## config.mk

```make
export PLATFORM = sky130hd
export DESIGN_NAME = cpuTop
export DESIGN_NICKNAME = d
export VERILOG_FILES = /design/src/common/cpuPkg.sv /design/src/decode/regFile.sv /design/src/decode/decodeStage.sv /design/src/verilog/fetchStage.sv /design/src/verilog/executeStage.sv /design/src/verilog/memStage.sv /design/src/verilog/cpuTop.sv
export VERILOG_INCLUDE_DIRS = /design/src /design/src/common
export SDC_FILE = /design/constraint.sdc
export NUM_CORES = 2
export LEC_CHECK = 0
export BUFFER_PORTS_ARGS = -buffer_cell sky130_fd_sc_hd__buf_4
export CORE_UTILIZATION = 50
export DETAILED_ROUTE_END_ITERATION = 10
export PLACE_DENSITY_LB_ADDON = 0.3
export SLEW_MARGIN = 20
export SYNTH_ARGS = -nofsm -noshare
export SYNTH_HDL_FRONTEND = slang
export SYNTH_SLANG_ARGS = --single-unit
```

## constraint.sdc

```tcl
create_clock -name clk -period 10.8 [get_ports clk]
set_input_delay 2.16 -clock clk [delete_from_list [all_inputs] [get_ports clk]]
set_output_delay 2.16 -clock clk [all_outputs]
set_load 0.05 [all_outputs]
```

## src/common/cpu_config.svh

```systemverilog
`ifndef CPU_CONFIG_SVH
`define CPU_CONFIG_SVH

// First fetch address after reset
`define CPU_RESET_PC 32'h0000_0000

// Architectural register count
`define CPU_REG_COUNT 32

`endif

```

## src/common/cpuPkg.sv

```systemverilog
package cpuPkg;

    typedef logic [31:0] word_t;
    typedef logic [4:0]  regAddr_t;

    typedef enum logic [3:0] {
        aluAdd, aluSub, aluAnd, aluOr, aluNor, aluXor,
        aluSlt, aluSll, aluSrl, aluMul, aluPassB
    } aluOp_t;

    // Branch test applied in execute
    typedef enum logic [2:0] {
        brNone, brEq, brNe, brGtz, brLez, brGez, brLtz
    } branchKind_t;

    typedef enum logic [1:0] {
        memWord, memHalf, memByte
    } memSize_t;

    //////////////////////////////////////////////////////////////////////
    // Stage handoff structs

    typedef struct packed {
        word_t pc;
        word_t instr;
        logic  valid;
    } fetchOut_t;

    typedef struct packed {
        word_t       pc;
        word_t       rsVal;
        word_t       rtVal;
        word_t       imm;
        regAddr_t    destReg;
        aluOp_t      aluOp;
        logic        aluSrc;
        branchKind_t branchKind;
        logic        jump;
        logic        jumpReg;
        logic        link;
        logic        memRead;
        logic        memWrite;
        memSize_t    memSize;
        logic        memSigned;
        logic        regWrite;
        word_t       jumpTarget;
        logic        valid;
    } decodeOut_t;

    typedef struct packed {
        word_t    result;
        word_t    storeData;
        word_t    nextPc;
        regAddr_t destReg;
        logic     memRead;
        logic     memWrite;
        memSize_t memSize;
        logic     memSigned;
        logic     regWrite;
        logic     valid;
    } execOut_t;

endpackage

```

## src/decode/regFile.sv

```systemverilog
`timescale 1ns/1ps
`include "cpu_config.svh"

module regFile import cpuPkg::*; (
    input  logic     clk,
    input  logic     rst,
    input  regAddr_t rsAddr,
    input  regAddr_t rtAddr,
    output word_t    rsData,
    output word_t    rtData,
    input  logic     wrEn,
    input  regAddr_t wrAddr,
    input  word_t    wrData
);

    word_t regs [`CPU_REG_COUNT];

    // Register 0 always reads as zero
    assign rsData = (rsAddr == '0) ? '0 : regs[rsAddr];
    assign rtData = (rtAddr == '0) ? '0 : regs[rtAddr];

    always_ff @(posedge clk) begin
        if (rst) begin
            for (int i = 0; i < `CPU_REG_COUNT; i++) begin
                regs[i] <= '0;
            end
        end else if (wrEn && wrAddr != '0) begin
            regs[wrAddr] <= wrData;
        end
    end

endmodule

```

## src/decode/decodeStage.sv

```systemverilog
`timescale 1ns/1ps

module decodeStage import cpuPkg::*; (
    input  logic       clk,
    input  logic       rst,
    input  fetchOut_t  fetchOut,
    output regAddr_t   rsAddr,
    output regAddr_t   rtAddr,
    input  word_t      rsData,
    input  word_t      rtData,
    output decodeOut_t decodeOut
);

    word_t      instr;
    logic [5:0] opcode;
    logic [5:0] funct;
    regAddr_t   rdField;
    word_t      immSigned;
    word_t      immZero;
    decodeOut_t decodeNext;

    assign instr     = fetchOut.instr;
    assign opcode    = instr[31:26];
    assign funct     = instr[5:0];
    assign rsAddr    = instr[25:21];
    assign rtAddr    = instr[20:16];
    assign rdField   = instr[15:11];
    assign immSigned = {{16{instr[15]}}, instr[15:0]};
    assign immZero   = {16'b0, instr[15:0]};

    //////////////////////////////////////////////////////////////////////
    // Control decode, unknown opcodes fall out as no-ops

    always_comb begin
        decodeNext            = '0;
        decodeNext.pc         = fetchOut.pc;
        decodeNext.rsVal      = rsData;
        decodeNext.rtVal      = rtData;
        decodeNext.imm        = immSigned;
        decodeNext.destReg    = rtAddr;
        decodeNext.aluOp      = aluPassB;
        decodeNext.branchKind = brNone;
        decodeNext.memSize    = memWord;
        decodeNext.jumpTarget = {fetchOut.pc[31:28], instr[25:0], 2'b00};
        decodeNext.valid      = fetchOut.valid;

        case (opcode)
            6'b000000: begin
                decodeNext.destReg  = rdField;
                decodeNext.regWrite = 1'b1;
                case (funct)
                    6'b100000: decodeNext.aluOp = aluAdd;
                    6'b100010: decodeNext.aluOp = aluSub;
                    6'b100100: decodeNext.aluOp = aluAnd;
                    6'b100101: decodeNext.aluOp = aluOr;
                    6'b100111: decodeNext.aluOp = aluNor;
                    6'b100110: decodeNext.aluOp = aluXor;
                    6'b101010: decodeNext.aluOp = aluSlt;
                    6'b000000: begin
                        decodeNext.aluOp = aluSll;
                        decodeNext.imm   = {27'b0, instr[10:6]};
                    end
                    6'b000010: begin
                        decodeNext.aluOp = aluSrl;
                        decodeNext.imm   = {27'b0, instr[10:6]};
                    end
                    6'b001000: begin
                        decodeNext.jumpReg  = 1'b1;
                        decodeNext.regWrite = 1'b0;
                    end
                    default: decodeNext.regWrite = 1'b0;
                endcase
            end
            // MUL, low half of product to rd
            6'b011100: begin
                decodeNext.destReg  = rdField;
                decodeNext.regWrite = 1'b1;
                decodeNext.aluOp    = aluMul;
            end
            6'b001100, 6'b001101, 6'b001110: begin
                decodeNext.imm      = immZero;
                decodeNext.aluSrc   = 1'b1;
                decodeNext.regWrite = 1'b1;
                decodeNext.aluOp    = (opcode == 6'b001100) ? aluAnd :
                                      (opcode == 6'b001101) ? aluOr : aluXor;
            end
            6'b001000, 6'b001010: begin
                decodeNext.aluSrc   = 1'b1;
                decodeNext.regWrite = 1'b1;
                decodeNext.aluOp    = (opcode == 6'b001000) ? aluAdd : aluSlt;
            end
            // Loads
            6'b100011, 6'b100001, 6'b100000: begin
                decodeNext.aluOp     = aluAdd;
                decodeNext.aluSrc    = 1'b1;
                decodeNext.regWrite  = 1'b1;
                decodeNext.memRead   = 1'b1;
                decodeNext.memSigned = (opcode != 6'b100011);
                decodeNext.memSize   = (opcode == 6'b100011) ? memWord :
                                       (opcode == 6'b100001) ? memHalf : memByte;
            end
            // Stores
            6'b101011, 6'b101001, 6'b101000: begin
                decodeNext.aluOp    = aluAdd;
                decodeNext.aluSrc   = 1'b1;
                decodeNext.memWrite = 1'b1;
                decodeNext.memSize  = (opcode == 6'b101011) ? memWord :
                                      (opcode == 6'b101001) ? memHalf : memByte;
            end
            // BGEZ and BLTZ share an opcode, rt picks
            6'b000001: begin
                case (rtAddr)
                    5'b00001: decodeNext.branchKind = brGez;
                    5'b00000: decodeNext.branchKind = brLtz;
                    default:  decodeNext.branchKind = brNone;
                endcase
            end
            6'b000100: decodeNext.branchKind = brEq;
            6'b000101: decodeNext.branchKind = brNe;
            6'b000111: decodeNext.branchKind = brGtz;
            6'b000110: decodeNext.branchKind = brLez;
            6'b000010: decodeNext.jump = 1'b1;
            6'b000011: begin
                decodeNext.jump     = 1'b1;
                decodeNext.link     = 1'b1;
                decodeNext.regWrite = 1'b1;
                decodeNext.destReg  = 5'd31;
            end
            default: ;
        endcase
    end

    always_ff @(posedge clk) begin
        if (rst) begin
            decodeOut.valid <= 1'b0;
        end else if (fetchOut.valid) begin
            decodeOut <= decodeNext;
        end else begin
            decodeOut.valid <= 1'b0;
        end
    end

endmodule

```

## src/verilog/fetchStage.sv

```systemverilog
`timescale 1ns/1ps
`include "cpu_config.svh"

module fetchStage import cpuPkg::*; (
    input  logic      clk,
    input  logic      rst,
    input  logic      retire,
    input  word_t     retirePc,
    output logic      iCyc,
    output logic      iStb,
    output word_t     iAdr,
    input  word_t     iDatIn,
    input  logic      iAck,
    output fetchOut_t fetchOut
);

    typedef enum logic [1:0] {idle, request, hold} fetchState_t;

    fetchState_t state;
    word_t       pc;

    // One bus cycle per instruction with nothing else in flight
    assign iCyc = (state == request);
    assign iStb = (state == request);
    assign iAdr = pc;

    always_ff @(posedge clk) begin
        if (rst) begin
            state          <= idle;
            pc             <= `CPU_RESET_PC;
            fetchOut.valid <= 1'b0;
        end else begin
            fetchOut.valid <= 1'b0;
            case (state)
                idle: state <= request;
                request: begin
                    if (iAck) begin
                        fetchOut <= '{pc: pc, instr: iDatIn, valid: 1'b1};
                        state    <= hold;
                    end
                end
                default: begin
                    // Wait for the memory stage to finish
                    if (retire) begin
                        pc    <= retirePc;
                        state <= request;
                    end
                end
            endcase
        end
    end

    // A retire only comes back while the fetched instruction is in flight
    assert property (@(posedge clk) disable iff (rst) retire |-> (state == hold));

endmodule

```

## src/verilog/executeStage.sv

```systemverilog
`timescale 1ns/1ps

module executeStage import cpuPkg::*; (
    input  logic       clk,
    input  logic       rst,
    input  decodeOut_t decodeOut,
    output execOut_t   execOut
);

    word_t    opA;
    word_t    opB;
    word_t    aluResult;
    word_t    pcPlus4;
    word_t    branchTarget;
    logic     taken;
    execOut_t execNext;

    assign opA          = decodeOut.rsVal;
    assign opB          = decodeOut.aluSrc ? decodeOut.imm : decodeOut.rtVal;
    assign pcPlus4      = decodeOut.pc + 32'd4;
    assign branchTarget = pcPlus4 + {decodeOut.imm[29:0], 2'b00};

    //////////////////////////////////////////////////////////////////////
    // ALU

    always_comb begin
        case (decodeOut.aluOp)
            aluAdd:  aluResult = opA + opB;
            aluSub:  aluResult = opA - opB;
            aluAnd:  aluResult = opA & opB;
            aluOr:   aluResult = opA | opB;
            aluNor:  aluResult = ~(opA | opB);
            aluXor:  aluResult = opA ^ opB;
            aluSlt:  aluResult = {31'b0, $signed(opA) < $signed(opB)};
            // Shifts act on rt, shamt sits in imm
            aluSll:  aluResult = decodeOut.rtVal << decodeOut.imm[4:0];
            aluSrl:  aluResult = decodeOut.rtVal >> decodeOut.imm[4:0];
            aluMul:  aluResult = opA * opB;
            default: aluResult = opB;
        endcase
    end

    // Branch test on rs, rt only for eq/ne
    always_comb begin
        case (decodeOut.branchKind)
            brEq:    taken = (opA == decodeOut.rtVal);
            brNe:    taken = (opA != decodeOut.rtVal);
            brGtz:   taken = ($signed(opA) > 0);
            brLez:   taken = ($signed(opA) <= 0);
            brGez:   taken = !opA[31];
            brLtz:   taken = opA[31];
            default: taken = 1'b0;
        endcase
    end

    always_comb begin
        execNext.result    = decodeOut.link ? pcPlus4 : aluResult;
        execNext.storeData = decodeOut.rtVal;
        execNext.nextPc    = taken             ? branchTarget :
                             decodeOut.jump    ? decodeOut.jumpTarget :
                             decodeOut.jumpReg ? decodeOut.rsVal : pcPlus4;
        execNext.destReg   = decodeOut.destReg;
        execNext.memRead   = decodeOut.memRead;
        execNext.memWrite  = decodeOut.memWrite;
        execNext.memSize   = decodeOut.memSize;
        execNext.memSigned = decodeOut.memSigned;
        execNext.regWrite  = decodeOut.regWrite;
        execNext.valid     = decodeOut.valid;
    end

    always_ff @(posedge clk) begin
        if (rst) begin
            execOut.valid <= 1'b0;
        end else if (decodeOut.valid) begin
            execOut <= execNext;
        end else begin
            execOut.valid <= 1'b0;
        end
    end

endmodule

```

## src/verilog/memStage.sv

```systemverilog
`timescale 1ns/1ps

module memStage import cpuPkg::*; (
    input  logic       clk,
    input  logic       rst,
    input  execOut_t   execOut,
    output logic       dCyc,
    output logic       dStb,
    output logic       dWe,
    output word_t      dAdr,
    output logic [3:0] dSel,
    output word_t      dDatOut,
    input  word_t      dDatIn,
    input  logic       dAck,
    output logic       retire,
    output word_t      retirePc,
    output logic       wrEn,
    output regAddr_t   wrAddr,
    output word_t      wrData
);

    typedef enum logic [1:0] {idle, access, done} memState_t;

    memState_t  state;
    execOut_t   held;
    word_t      loadWord;
    word_t      laneShifted;
    word_t      loadValue;
    logic [1:0] byteOff;

    assign byteOff = held.result[1:0];

    //////////////////////////////////////////////////////////////////////
    // Data bus, little-endian lanes

    assign dCyc = (state == access);
    assign dStb = (state == access);
    assign dWe  = (state == access) && held.memWrite;
    assign dAdr = {held.result[31:2], 2'b00};

    always_comb begin
        case (held.memSize)
            memByte: begin
                dSel    = 4'b0001 << byteOff;
                dDatOut = {4{held.storeData[7:0]}};
            end
            memHalf: begin
                dSel    = byteOff[1] ? 4'b1100 : 4'b0011;
                dDatOut = {2{held.storeData[15:0]}};
            end
            default: begin
                dSel    = 4'b1111;
                dDatOut = held.storeData;
            end
        endcase
    end

    // Pick the addressed lane, then extend
    assign laneShifted = loadWord >> {byteOff, 3'b000};

    always_comb begin
        case (held.memSize)
            memByte: loadValue = {{24{held.memSigned & laneShifted[7]}}, laneShifted[7:0]};
            memHalf: loadValue = {{16{held.memSigned & laneShifted[15]}}, laneShifted[15:0]};
            default: loadValue = loadWord;
        endcase
    end

    // Retire and writeback share the done cycle
    assign retire   = (state == done);
    assign retirePc = held.nextPc;
    assign wrEn     = (state == done) && held.regWrite;
    assign wrAddr   = held.destReg;
    assign wrData   = held.memRead ? loadValue : held.result;

    always_ff @(posedge clk) begin
        if (rst) begin
            state <= idle;
        end else begin
            case (state)
                idle: begin
                    if (execOut.valid) begin
                        state <= (execOut.memRead || execOut.memWrite) ? access : done;
                    end
                end
                access: begin
                    if (dAck) begin
                        state <= done;
                    end
                end
                default: state <= idle;
            endcase
        end
    end

    always_ff @(posedge clk) begin
        if (execOut.valid) begin
            held <= execOut;
        end
        if (state == access && dAck) begin
            loadWord <= dDatIn;
        end
    end

    assert property (@(posedge clk) disable iff (rst)
        (dStb && !dAck) |=> $stable(dAdr));

endmodule

```

## src/verilog/cpuTop.sv

```systemverilog
`timescale 1ns/1ps

module cpuTop import cpuPkg::*; (
    input  logic       clk,
    input  logic       rst,
    // Instruction bus
    output logic       iCyc,
    output logic       iStb,
    output word_t      iAdr,
    input  word_t      iDatIn,
    input  logic       iAck,
    // Data bus
    output logic       dCyc,
    output logic       dStb,
    output logic       dWe,
    output word_t      dAdr,
    output logic [3:0] dSel,
    output word_t      dDatOut,
    input  word_t      dDatIn,
    input  logic       dAck
);

    fetchOut_t  fetchOut;
    decodeOut_t decodeOut;
    execOut_t   execOut;
    regAddr_t   rsAddr;
    regAddr_t   rtAddr;
    word_t      rsData;
    word_t      rtData;
    logic       retire;
    word_t      retirePc;
    logic       wrEn;
    regAddr_t   wrAddr;
    word_t      wrData;

    fetchStage uFetch (
        .clk(clk), .rst(rst), .retire(retire), .retirePc(retirePc),
        .iCyc(iCyc), .iStb(iStb), .iAdr(iAdr), .iDatIn(iDatIn), .iAck(iAck),
        .fetchOut(fetchOut)
    );

    decodeStage uDecode (
        .clk(clk), .rst(rst), .fetchOut(fetchOut),
        .rsAddr(rsAddr), .rtAddr(rtAddr), .rsData(rsData), .rtData(rtData),
        .decodeOut(decodeOut)
    );

    regFile uRegFile (
        .clk(clk), .rst(rst),
        .rsAddr(rsAddr), .rtAddr(rtAddr), .rsData(rsData), .rtData(rtData),
        .wrEn(wrEn), .wrAddr(wrAddr), .wrData(wrData)
    );

    executeStage uExecute (
        .clk(clk), .rst(rst), .decodeOut(decodeOut), .execOut(execOut)
    );

    memStage uMem (
        .clk(clk), .rst(rst), .execOut(execOut),
        .dCyc(dCyc), .dStb(dStb), .dWe(dWe), .dAdr(dAdr), .dSel(dSel),
        .dDatOut(dDatOut), .dDatIn(dDatIn), .dAck(dAck),
        .retire(retire), .retirePc(retirePc),
        .wrEn(wrEn), .wrAddr(wrAddr), .wrData(wrData)
    );

endmodule

```

==> flow_summary.ini <==
[finish]
fillCellCount = 15760
seqCellArea_sq_um = 45700
fin_util_pct = 55.3
nNetsFinal = 8564
drive_gt1_share_pct = 19.2
multi_input_area_sq_um = 47200
area_growth_pct = 10.0
stdcell_area_sq_um = 107000

[sta]
whs_ps = 373
fmax_mhz = 104
finalHoldViolCount = 0
max_slew_margin_pct = 10.7
fin_crit_sh_pct = 88.6
worst_pin_slew_ps = 1340
setup_slack_ps = 1230
clock_skew_ps = 68.7
period_minus_slack_ps = 9570
rsz0062_at_grt = false
setup_viol = 0
setup_tns_ps = 0
slew_violations = 0

[synth]
netlist_area_sq_um = 96900
synth_ff_type = edfxtp_1
avgSynthCellArea_sq_um = 12.3
synth_area_leaders = edfxtp_1, mux4_2, fa_1, nor2_1, ha_1
yosys_register_bits = 1534
yosysMostFrequentCell = nor2_1
synth_edf_count = 1495
synth_cells = 7851
yosysWarnings = 0
synthArstFlopShare_pct = 0
synth_top_area_share_pct = 46.3
ys_types = 96
yosysTopAreaCell = edfxtp_1
ys_seq_area_share_pct = 47.1
synth_common_cells = nor2_1, edfxtp_1, mux4_2, nand2_1, clkbuf_1

[route]
drt.antenna.violating_nets = 0
first_pass_iters = 9
drtIter0Drc = 10029
finalWirelength_microns = 377000
drc_errors = 0
routed-via-count = 71571
wire_per_inst_microns = 35.9
vias_per_cell = 6.82

[place]
port_buffers = 170
hpwl_microns = 253000
dpl_cell_area_sq_um = 101000
dp_slack_ps = 1500
gp_congestion = 1.09

[critical_path]
rr_endpoint = uExecute.execOut[93]
rrSetupSlack_ps = 1230
startpoint_type = flip-flop
cp.required_ps = 11420
r2r_cells = 23
cp_max_fo = 14
endpoint_kind = flip-flop
arrival_ps = 10190
path_class = reg2reg
startpoint = uDecode.decodeOut[45]
reg2reg_from = uDecode.decodeOut[45]
endpoint = uExecute.execOut[93]

[grt]
grt-ovfl-total = 0
grt_max_degree = 140
antenna_found_initial = 28
track_usage_pct = 38.4
grt_pass1_wl_microns = 527000
grt_pass1_vias = 70779

[cts]
ctsHoldBuffers = 0
clock_sinks = 1534
cts_tree = done
cts_buffers = 162
clock_latency_ps = 880
clock_path_buffers = 3
postCtsSetupRepairBufs = 0
path_clk_slew_ps = 60
cts_resized = 0
cts_max_level = 4
clockRootBuffer = clkbuf_16

[pwr]
p_leak_nw = 39.9
vdd_drop_max_mv = 0.438
powerDensity_nw_per_um2 = 175

[min_path]
hold_class = reg2reg

[die]
fp.dieW_microns = 442
die_area_sq_um = 196000
die_h_microns = 442
io_pins = 173
start_util_pct = 50.3
row_count = 161
core_area_sq_um = 193000

[job]
maxCapViolCount = 0

[status]
status = finished, final reports clean
==> metal layers <==
metal  track usage [%]  share of wire [%]  vias up
met5                 0              0.046        -
met4              29.9                9.6       26
met3              10.5                 12     1662
met2              58.6                 45     5678
met1              46.3                 33    35958
li1                  -                  -    28247
==> report_power, final <==
group | switching, mW | internal, mW | leakage [nW] | total, mW
Clock | 2.46 | 3.01 | 2.45 | 5.46
Sequential | 0.0989 | 6.68 | 15.2 | 6.78
Combinational | 3.98 | 2.40 | 22.3 | 6.38
Total | 6.54 | 12.1 | 39.9 | 18.6
==> cell type report <==
class / instances / area share, %
multi-input cells: 5184 / 44.3
repair buffers: 443 / 3.31
well taps: 2526 / 2.97
flip-flops and latches: 1534 / 42.9
clock inverters: 82 / 0.726
inverters: 508 / 1.79
diodes: 11 / 0.0258
clock buffers: 208 / 4.03
==> flip-flops by register name (all words and copies together) (netlist names) <==
| signal | cells |
|---|---|
| uFetch.iAdr | 32 |
| uRegFile.regs | 1024 |
| uFetch.state | 2 |
| uMem.retirePc | 32 |
| uMem.dAdr | 30 |
| uMem.byteOff | 2 |
| uMem.state | 2 |
| uDecode.decodeOut | 162 |
| uFetch.fetchOut | 65 |
| uMem.loadWord | 32 |
| uExecute.execOut | 108 |
| uMem.held | 38 |
| uMem.wrAddr | 5 |
==> per-stage QoR <==
stage | power (mW) | std cells
finish | 18.6 | 10496
detailed placement | 13.0 | 10191
global route | 19.2 | 10486
floorplan | 10.8 | 7884
global placement | 12.9 | 10190
CTS | 18.4 | 10481
==> worst min path at each step <==
stage	cells past startpoint	slack, ps	start	end
after floorplan	0	400	uFetch.fetchOut[33]	uDecode.decodeOut[151]
after global placement	0	400	uFetch.fetchOut[41]	uDecode.decodeOut[159]
after detailed placement	0	400	uFetch.fetchOut[36]	uDecode.decodeOut[154]
after CTS	0	380	uExecute.execOut[16]	uMem.retirePc[4]
after global routing	0	390	uExecute.execOut[16]	uMem.retirePc[4]
final	0	370	uFetch.fetchOut[35]	uDecode.decodeOut[153]
==> worst max-delay path, stage by stage, from the launching register on <==
cell and delay, ps:
edfxtp_1 900, mux2i_2 950, inv_1 330, ha_1 460, fa_1 630, fa_1 430, ha_1 300, inv_1 60
fa_1 480, inv_1 40, ha_1 270, ha_1 300, fa_1 510, fa_1 420, ha_1 360, o2bb2ai_1 80
a31oi_1 440, o21ai_0 250, o31ai_1 410, xor2_1 580, a211oi_1 230, o221ai_2 300, o21ai_0 230, o21ai_0 360
==> placed cells by master, fill, tap and decap left out, types with 25 or more instances in the layout <==
master / n
nor2_1: 1560
edfxtp_1: 1495
mux4_2: 676
nand2_1: 541
inv_1: 482
buf_4: 430
fa_1: 411
a21oi_1: 266
ha_1: 251
o21ai_0: 229
mux2i_1: 194
clkbuf_16: 164
xnor2_1: 139
nor3_1: 52
nand3_1: 49
a21o_1: 47
a221oi_1: 43
clkbuf_1: 40
clkinv_1: 38
dfxtp_1: 38
xor2_1: 34
conb_1: 34
nand2b_2: 31
nand2_2: 30
nand2b_1: 28
nor2b_1: 27
nor4_1: 27
a22o_1: 25
==> logic make-up after synthesis <==
kind of cell	count (synthesis)	share of synthesized area (%)
AND/OR/NAND/NOR	2478	10.4
flip-flops	1534	47.1
buffers and inverters	1166	4.73
AO/OA/AOI/OAI	925	6.17
multiplexers	908	18.1
adder cells (fa/ha/maj)	664	11.8
XOR/XNOR	175	1.60
other	1	0.00387
(Power assumes the default switching activity.)
